File: src/verilog/mem_pkg.sv
`default_nettype none

package mem_pkg;

  // Word width shared by both memories
  localparam int DATA_WIDTH = 32;

  typedef logic [DATA_WIDTH-1:0] data_t;

  // Scratch memory geometry
  localparam int COMB_SIZE = 16;

  // Address of one scratch word
  typedef logic [$clog2(COMB_SIZE)-1:0] comb_idx_t;

  // Banked memory geometry, rows by columns
  localparam int SEQ_D0_SIZE = 8;
  localparam int SEQ_D1_SIZE = 12;

  // Row index
  typedef logic [$clog2(SEQ_D0_SIZE)-1:0] seq_d0_idx_t;

  // Column index, 4 bits for 12 columns
  // so codes 12 to 15 are representable and can reach the ports
  typedef logic [$clog2(SEQ_D1_SIZE)-1:0] seq_d1_idx_t;

  // Row-major linear index into the flat banked array
  typedef logic [$clog2(SEQ_D0_SIZE * SEQ_D1_SIZE)-1:0] seq_lin_idx_t;

endpackage

`default_nettype wire

File: src/verilog/comb_mem_d1.sv
`timescale 1ns/1ps
`default_nettype none

// Scratch memory
// One-dimensional word array with an asynchronous read port
// and a synchronous write port sharing one address.
// done pulses in the cycle after every write cycle.
module comb_mem_d1 #(
  parameter int SIZE = mem_pkg::COMB_SIZE
) (
  input  wire logic               clk,
  input  wire logic               reset,

  // Shared read and write address
  input  wire mem_pkg::comb_idx_t addr0,

  // Write port
  input  wire mem_pkg::data_t     write_data,
  input  wire logic               write_en,

  // Read port and completion
  output mem_pkg::data_t          read_data,
  output logic                    done
);
  import mem_pkg::*;

  // Storage, contents survive reset
  data_t mem [SIZE];

  logic  wr_fire;

  // No write can land while reset is held
  assign wr_fire = write_en && !reset;

  // Combinational read of the addressed word
  // A word stored at an edge shows up right after that edge
  assign read_data = mem[addr0];

  // Write port
  always_ff @(posedge clk) begin
    if (wr_fire) begin
      mem[addr0] <= write_data;
    end
  end

  // Remember whether the previous cycle wrote
  // back-to-back writes keep done high
  always_ff @(posedge clk) begin
    if (reset) begin
      done <= 1'b0;
    end else begin
      done <= write_en;
    end
  end

endmodule

`default_nettype wire

File: src/verilog/mem_top.sv
`timescale 1ns/1ps
`default_nettype none

// Memory block top level
// Two independent memories behind one clock and reset:
//   u_comb  scratch memory, combinational read
//   u_seq   banked 2-D memory, registered read
// Geometry comes from the package and is handed down here.
// No logic sits between the ports and the memories, so the
// timing at these ports is exactly that of each memory.
module mem_top (
  input  wire logic                 clk,
  input  wire logic                 reset,

  // Scratch memory
  input  wire mem_pkg::comb_idx_t   comb_addr0,
  input  wire mem_pkg::data_t       comb_write_data,
  input  wire logic                 comb_write_en,
  output mem_pkg::data_t            comb_read_data,
  output logic                      comb_done,

  // Banked memory
  input  wire mem_pkg::seq_d0_idx_t seq_addr0,
  input  wire mem_pkg::seq_d1_idx_t seq_addr1,
  input  wire logic                 seq_content_en,
  input  wire logic                 seq_write_en,
  input  wire mem_pkg::data_t       seq_write_data,
  output mem_pkg::data_t            seq_read_data,
  output logic                      seq_done
);
  import mem_pkg::*;

  // Internal nets between the ports and the instances
  data_t comb_rdata;
  logic  comb_wdone;
  data_t seq_rdata;
  logic  seq_adone;

  // Scratch memory, one word per address
  comb_mem_d1 #(
    .SIZE       (COMB_SIZE)
  ) u_comb (
    .clk        (clk),
    .reset      (reset),
    .addr0      (comb_addr0),
    .write_data (comb_write_data),
    .write_en   (comb_write_en),
    .read_data  (comb_rdata),
    .done       (comb_wdone)
  );

  // Banked memory, rows by columns
  seq_mem_d2 #(
    .D0_SIZE    (SEQ_D0_SIZE),
    .D1_SIZE    (SEQ_D1_SIZE)
  ) u_seq (
    .clk        (clk),
    .reset      (reset),
    .addr0      (seq_addr0),
    .addr1      (seq_addr1),
    .content_en (seq_content_en),
    .write_en   (seq_write_en),
    .write_data (seq_write_data),
    .read_data  (seq_rdata),
    .done       (seq_adone)
  );

  // Scratch results out
  assign comb_read_data = comb_rdata;
  assign comb_done      = comb_wdone;

  // Banked results out
  assign seq_read_data  = seq_rdata;
  assign seq_done       = seq_adone;

endmodule

`default_nettype wire

File: src/verilog/seq_mem_d2.sv
`timescale 1ns/1ps
`default_nettype none

// Banked memory
// Two-dimensional word array stored flat in row-major order.
// One access per cycle with content_en high:
//   write_en high  stores write_data, read_data goes unknown
//   write_en low   loads the addressed word into read_data
// read_data holds between accesses and done follows content_en
// by exactly one cycle.
module seq_mem_d2 #(
  parameter int D0_SIZE = mem_pkg::SEQ_D0_SIZE,
  parameter int D1_SIZE = mem_pkg::SEQ_D1_SIZE
) (
  input  wire logic                 clk,
  input  wire logic                 reset,

  // Row and column of the access
  input  wire mem_pkg::seq_d0_idx_t addr0,
  input  wire mem_pkg::seq_d1_idx_t addr1,

  // Access control
  input  wire logic                 content_en,
  input  wire logic                 write_en,

  // Write payload
  input  wire mem_pkg::data_t       write_data,

  // Registered read result and completion
  output mem_pkg::data_t            read_data,
  output logic                      done
);
  import mem_pkg::*;

  // Total words in the flat array
  localparam int DEPTH = D0_SIZE * D1_SIZE;

  // Flat storage, no reset on contents
  data_t        mem [DEPTH];

  seq_lin_idx_t lin_idx;
  seq_lin_idx_t row_base;
  logic         rd_access;
  logic         wr_access;

  // Row-major linearization
  // row start = addr0 * D1_SIZE, then step by column
  assign row_base = seq_lin_idx_t'(addr0) * seq_lin_idx_t'(D1_SIZE);
  assign lin_idx  = row_base + seq_lin_idx_t'(addr1);

  // Decode the enabled access
  assign rd_access = content_en && !write_en;
  assign wr_access = content_en && write_en;

  // Output register
  // A write makes the previous read result stale, so it is
  // driven unknown until the next read refills it
  always_ff @(posedge clk) begin
    if (reset) begin
      read_data <= '0;
    end else if (rd_access) begin
      read_data <= mem[lin_idx];
    end else if (wr_access) begin
      read_data <= 'x;
    end
  end

  // Write port, held off while reset is high
  always_ff @(posedge clk) begin
    if (!reset && wr_access) begin
      mem[lin_idx] <= write_data;
    end
  end

  // One-cycle completion for every enabled cycle
  always_ff @(posedge clk) begin
    if (reset) begin
      done <= 1'b0;
    end else begin
      done <= content_en;
    end
  end

endmodule

`default_nettype wire
File: config.mk
export PLATFORM = sky130hd
export DESIGN_NAME = mem_top
export DESIGN_NICKNAME = d
export VERILOG_FILES = /design/src/verilog/mem_pkg.sv /design/src/verilog/comb_mem_d1.sv /design/src/verilog/mem_top.sv /design/src/verilog/seq_mem_d2.sv
export SDC_FILE = /design/constraint.sdc
export NUM_CORES = 2
export LEC_CHECK = 0
export BUFFER_PORTS_ARGS = -buffer_cell sky130_fd_sc_hd__buf_2
export CAP_MARGIN = 30
export CORE_AREA = 4 4 486 488
export DETAILED_ROUTE_END_ITERATION = 10
export DIE_AREA = 0 0 490 492
export GPL_TIMING_DRIVEN = 0
export HOLD_SLACK_MARGIN = 0.1
export PLACE_DENSITY = 0.76
export RECOVER_POWER = 25
export REMOVE_ABC_BUFFERS = 1
export SLEW_MARGIN = 40
export SYNTH_ARGS = -nofsm -noshare
export SYNTH_HDL_FRONTEND = slang
export SYNTH_SLANG_ARGS = --single-unit
File: constraint.sdc
create_clock -name clk -period 6.85 [get_ports clk]
set_input_delay 1.37 -clock clk [delete_from_list [all_inputs] [get_ports clk]]
set_output_delay 1.37 -clock clk [all_outputs]
set_load 0.01 [all_outputs]
After elaboration in Yosys (flattened, before gate mapping). Memory sizes are Yosys's and may differ from the RTL's. A register that Yosys moved wholly into a read port is not among the register bits. Cells that the tools add are included.

Register bits after elaboration: 2. Bits in latches: 0. Bits in writable memories: 3584. ROM bits: 0. Logic and storage cells: 17. Memories: 2.

Memory list: u_seq.mem (words 96, width 32, read ports 1, clocked after Yosys merged registers in 1, write ports 1, line seq_mem_d2.sv:39) `data_t mem [DEPTH];`; u_comb.mem (words 16, width 32, read ports 1, clocked after Yosys merged registers in 0, write ports 1, line comb_mem_d1.sv:28) `data_t mem [SIZE];`.

$add $sub $neg: 1. Multipliers: 1. Divide/modulo/power cells: 0. Order comparisons: 0. Equal/unequal tests: 0. Shift-type cells: 0. Multiplexer cells: 4. Bitwise operators: 0. Reductions and logical operators: 7.

Operator list (count): $add A7 B4 Y7 (1); $mul A3 B2 Y5 const B (1); $logic_and A1 B1 Y1 (4); $mux W1 (4); $logic_not A1 Y1 (2); $reduce_bool A2 Y1 (1).

Longest topological paths before layout.
Depth after elaboration: 4. Mapped depth: 11. Mapped depth without buffers: 8.

Modules after synthesis. A second synthesis with hierarchy kept.

Cell total of the unflattened synthesis: 6066. Area total of the unflattened synthesis: 138641.7 um^2.

Modules (own cells, without submodules): seq_mem_d2 (instances 1, cells each 5254, area an instance 119369.5 um^2, seq. area each 92909.1 um^2); comb_mem_d1 (instances 1, cells each 812, area an instance 19272.2 um^2, seq. area each 15394.8 um^2).

Worst setup path before layout. Ideal clock, no wire load.

Kind: input to register. Start: in seq_addr0[0]. End: mem u_seq.mem[64][0] in the netlist's numbering (enable). Setup time: 0.421 ns. Arrival time: 4.727 ns. Required time: 6.429 ns. Slack: 1.702 ns. Stages: 10. Buffers on the path: 3. Cell sequence: ha_1 > inv_1 > fa_1 > xnor2_1 > and2_1 > buf_4 > buf_2 > clkbuf_1 > nand3_1 > nor2_1.

Longest elaborated chain between the ends: 2.

RTL lines: from (decl) (line mem_top.sv:23) `input wire mem_pkg::seq_d0_idx_t seq_addr0,`; $mul A3 B2 Y5 (line seq_mem_d2.sv:48) `assign row_base = seq_lin_idx_t'(addr0) * seq_lin_idx_t'(D1_SIZE);`; $add A7 B4 Y7 (line seq_mem_d2.sv:49) `assign lin_idx = row_base + seq_lin_idx_t'(addr1);`; to (decl) (line seq_mem_d2.sv:39).

No other way between the ends.

Worst setup path after layout.
Start: in seq_addr1[0]. End: reg u_seq.read_data[23], read port of u_seq.mem.

Longest elaborated chain between the ends: 1.

RTL lines: from (decl) (line mem_top.sv:24) `input wire mem_pkg::seq_d1_idx_t seq_addr1,`; $add A7 B4 Y7 (line seq_mem_d2.sv:49); to (decl) (line seq_mem_d2.sv:30) `output mem_pkg::data_t read_data,`.

No other way between the ends. A chain may end at the register's enable or synchronous reset.

==> run_summary.xml <==
<?xml version="1.0" encoding="UTF-8"?>
<metrics>
  <group name="status">
    <metric name="status" unit="">complete, but fails checks</metric>
    <metric name="failed_checks" unit="">max-capacitance violations, max-slew violations</metric>
  </group>
  <group name="worst_setup_path">
    <metric name="worst_r2r_path_depth" unit="">5</metric>
    <metric name="critPathCapture" unit="">u_seq.read_data[23]</metric>
    <metric name="rrSetupSlack" unit="ps">4000</metric>
    <metric name="critical_path.reg2reg.startpoint" unit="">u_seq.mem[70][23]</metric>
    <metric name="cp_slowest_cell" unit="">a41oi_1</metric>
    <metric name="cp_cell_sequence" unit="">buf_12 &gt; buf_16 &gt; buf_16 &gt; buf_16 &gt; buf_16 &gt; buf_16 &gt; mux4_2 &gt; mux2i_1 &gt; a22oi_1 &gt; a41oi_1 &gt; a311oi_1</metric>
    <metric name="worstPathMaxFanout" unit="">64</metric>
    <metric name="timing_worst_setup_path_type" unit="">input pin to register</metric>
    <metric name="crit_top_cell" unit="">buf_16</metric>
    <metric name="critical_path.reg2reg.endpoint" unit="">u_seq.read_data[23]</metric>
    <metric name="timing.critical_path.required" unit="ps">7640</metric>
    <metric name="worst_stage_delay_on_the_critical_path" unit="ps">780</metric>
    <metric name="cp_data_arrival_time" unit="ps">6200</metric>
    <metric name="crit_start" unit="">seq_addr1[0]</metric>
    <metric name="endpoint_kind" unit="">register</metric>
    <metric name="setup.worst_path.start_class" unit="">input pin</metric>
  </group>
  <group name="detailed_routing">
    <metric name="detail_route.vias_per_cell" unit="">7.012</metric>
    <metric name="finalWirelength" unit="mm">363.6</metric>
    <metric name="drt_drc_violations_left" unit="">0</metric>
    <metric name="detailedRoute.firstPassIterationCount" unit="">6</metric>
    <metric name="wire_per_inst" unit="um">36.86</metric>
    <metric name="detail_route.iter0.violations" unit="">10712</metric>
    <metric name="dr_total_vias" unit="">69162</metric>
    <metric name="postRouteAntennaNets" unit="">0</metric>
  </group>
  <group name="clock_tree">
    <metric name="post_cts_resize_count" unit="">0</metric>
    <metric name="htreeDepth" unit="">5</metric>
    <metric name="number_of_buffers_on_the_longest_clock_path" unit="">4</metric>
    <metric name="cts.hold.buffers_added" unit="">0</metric>
    <metric name="worst_skew_pair.late_latency" unit="ps">970</metric>
    <metric name="clock_transition_time_at_the_flip_flop_clock_pins_of_the_worst_setup_and_hold_paths" unit="ps">60</metric>
    <metric name="cts_tree" unit="">done</metric>
    <metric name="clock-root-buffer" unit="">clkbuf_16</metric>
    <metric name="cts_setup_buffers" unit="">0</metric>
    <metric name="tritoncts_num_sinks" unit="">3618</metric>
    <metric name="cts_inserted_buffers" unit="">363</metric>
  </group>
  <group name="floorplan">
    <metric name="area_of_the_die" unit="um^2">241100</metric>
    <metric name="io_pins" unit="">146</metric>
    <metric name="die_height" unit="um">492</metric>
    <metric name="chipWidth" unit="um">490</metric>
    <metric name="initial_core_util" unit="%">59.82</metric>
    <metric name="placementRows" unit="">177</metric>
    <metric name="coreArea" unit="um^2">231900</metric>
  </group>
  <group name="logic_synthesis">
    <metric name="synth_enable_flop_cells" unit="">3584</metric>
    <metric name="mappedNetlistArea" unit="um^2">138700</metric>
    <metric name="yosys_most_used_dff" unit="">edfxtp_1</metric>
    <metric name="netlist.top_cell.by_area" unit="">edfxtp_1</metric>
    <metric name="async_reset_ff_share" unit="%">0</metric>
    <metric name="syn_area_per_cell" unit="um^2">23.15</metric>
    <metric name="synth.lib_cells_used.distinct" unit="">40</metric>
    <metric name="seq_cells_post_synth" unit="">3618</metric>
    <metric name="postSynthCellCount" unit="">5993</metric>
    <metric name="synth.yosys.warnings" unit="">0</metric>
    <metric name="synth_largest_type_area_fraction" unit="%">77.59</metric>
    <metric name="synth_sequential_area_ratio" unit="%">78.08</metric>
    <metric name="synth_top_cells_by_area" unit="">edfxtp_1, mux4_2, mux2i_1, a22oi_1, dfxtp_1</metric>
  </group>
  <group name="pwr">
    <metric name="power_density" unit="nW/um^2">293.3</metric>
    <metric name="irDropWorstVdd" unit="mV">0.3314</metric>
    <metric name="total_leakage_power" unit="nW">51.36</metric>
  </group>
  <group name="flow_run">
    <metric name="cap_violations" unit="">44</metric>
  </group>
  <group name="sta">
    <metric name="setup_viol" unit="">0</metric>
    <metric name="slew_violations" unit="">2130</metric>
    <metric name="final.setup.tns" unit="ps">0</metric>
    <metric name="period_minus_slack" unit="ps">5406</metric>
    <metric name="fmaxAchievable" unit="MHz">185.0</metric>
    <metric name="grt_setup_unrepaired" unit="">no</metric>
    <metric name="worst_hold_slack" unit="ps">583.7</metric>
    <metric name="clock_skew" unit="ps">78.20</metric>
    <metric name="worst_slew_pin_slew" unit="ps">4128</metric>
    <metric name="period_share" unit="%">78.92</metric>
    <metric name="worst_slew_margin_rel" unit="%">-175.2</metric>
    <metric name="final-hold-violation-count" unit="">0</metric>
  </group>
  <group name="global_routing">
    <metric name="grt_max_degree" unit="">77</metric>
    <metric name="via_count_of_the_first_global_routing_pass" unit="">69855</metric>
    <metric name="antenna_found_initial" unit="">19</metric>
    <metric name="grt_pass1_wl" unit="mm">522.1</metric>
    <metric name="globalRouteTotalUtil" unit="%">30.34</metric>
    <metric name="gr-total-overflow" unit="">0</metric>
  </group>
  <group name="place">
    <metric name="dpl_cell_area" unit="um^2">150300</metric>
    <metric name="place_congestion" unit="">0.7768</metric>
    <metric name="number_of_port_buffers" unit="">145</metric>
    <metric name="half_perimeter_wire_length_of_the_detailed_placement_result" unit="mm">213.2</metric>
  </group>
  <group name="layout">
    <metric name="area_growth_syn_to_layout" unit="%">15.89</metric>
    <metric name="most_common_cell_after_layout_fill_and_taps_aside" unit="">edfxtp_1</metric>
    <metric name="fillCellCount" unit="">12634</metric>
    <metric name="final_util" unit="%">69.33</metric>
    <metric name="final-seq-area" unit="um^2">108300</metric>
    <metric name="drive_above_1_share" unit="%">28.25</metric>
    <metric name="layout.cells.most_common_list" unit="">edfxtp_1, mux4_2, mux2i_1</metric>
    <metric name="multi_input_area" unit="um^2">29220</metric>
    <metric name="stdcell_area" unit="um^2">160800</metric>
    <metric name="final_nets" unit="">6633</metric>
  </group>
  <group name="worst_hold_path">
    <metric name="worst_min_delay_path_class" unit="">register to register</metric>
  </group>
</metrics>
==> registers in the layout, indices dropped and copies added, names as in the netlist <==
signal           flops
u_comb.done          1
u_comb.mem         512
u_seq.done           1
u_seq.mem         3072
u_seq.read_data     32
==> synthesized netlist by cell type (8+ instances only) <==
master and number:
buf_12 9, nor2_1 145, dfxtp_1 34, nand4_1 64, edfxtp_1 3584, buf_2 131, a22o_1 64, buf_4 45
inv_1 8, mux2i_1 480, nand2_1 180, a41oi_1 32, buf_6 49, a311oi_1 32, o21ai_1 30, mux4_2 862
clkbuf_1 93, a22oi_1 96
==> metrics by stage <==
step | setup slack, ps | power, mW | cells
after floorplan | -16010 | 27.19 | 5656
after CTS | 1465 | 47.23 | 9854
after global routing | 1165 | 48.41 | 9859
after global placement | -43410 | 30.17 | 8844
final | 1444 | 47.15 | 9864
after detailed placement | 503.9 | 28.52 | 9221
==> worst min path at each step <==
stage,slack (ps),from,depth (start not counted),endpoint
2_1_floorplan,510,u_seq.read_data[0],2,u_seq.read_data[0]
3_3_place_gp,540,u_seq.read_data[15],2,u_seq.read_data[15]
6_report,580,u_seq.read_data[30],2,u_seq.read_data[30]
4_1_cts,580,u_seq.read_data[19],2,u_seq.read_data[19]
3_5_place_dp,550,u_seq.read_data[13],2,u_seq.read_data[13]
5_1_grt,600,u_seq.read_data[12],2,u_seq.read_data[12]
==> cell families after synthesis <==
group,after synthesis,synth area share (%)
flip-flops,3618,78.08
XOR/XNOR,3,0.01895
multiplexers,1344,17.50
buffers and inverters,345,1.577
adder cells (fa/ha/maj),7,0.07397
AO/OA/AOI/OAI,262,1.478
AND/OR/NAND/NOR,414,1.277
==> area by class of cell <==
| type | instances | share of cell area [%] |
|---|---|---|
| Multi-Input combinational cell | 2030 | 18.18 |
| Clock inverter | 187 | 0.9862 |
| Sequential cell | 3618 | 67.37 |
| Tap cell | 3043 | 2.368 |
| Clock buffer | 446 | 5.902 |
| Inverter | 8 | 0.01868 |
| Antenna cell | 7 | 0.01090 |
| Timing Repair Buffer | 525 | 5.164 |
==> where the power goes <==
part	total (mW)	internal (mW)	switching (mW)	leakage [nW]
registers	24.5	24.5	0.0796	32.5
clock network	18.9	10.7	8.18	5.41
logic	3.67	1.26	2.41	13.4
==> critical path, delay by kind of cell <==
family / cells / cell delay (ps)
muxes: 2 / 990
buffers and inverters: 6 / 2030
AOI/OAI and AO/OA: 3 / 1400
==> per-layer routing <==
metal | share of wire, % | track usage, %
met2 | 49 | 48.36
met5 | 0.020 | 0
met3 | 12 | 7.072
met4 | 5.5 | 13.88
met1 | 34 | 40.54
Note: power is estimated with default switching activity, not from simulation.
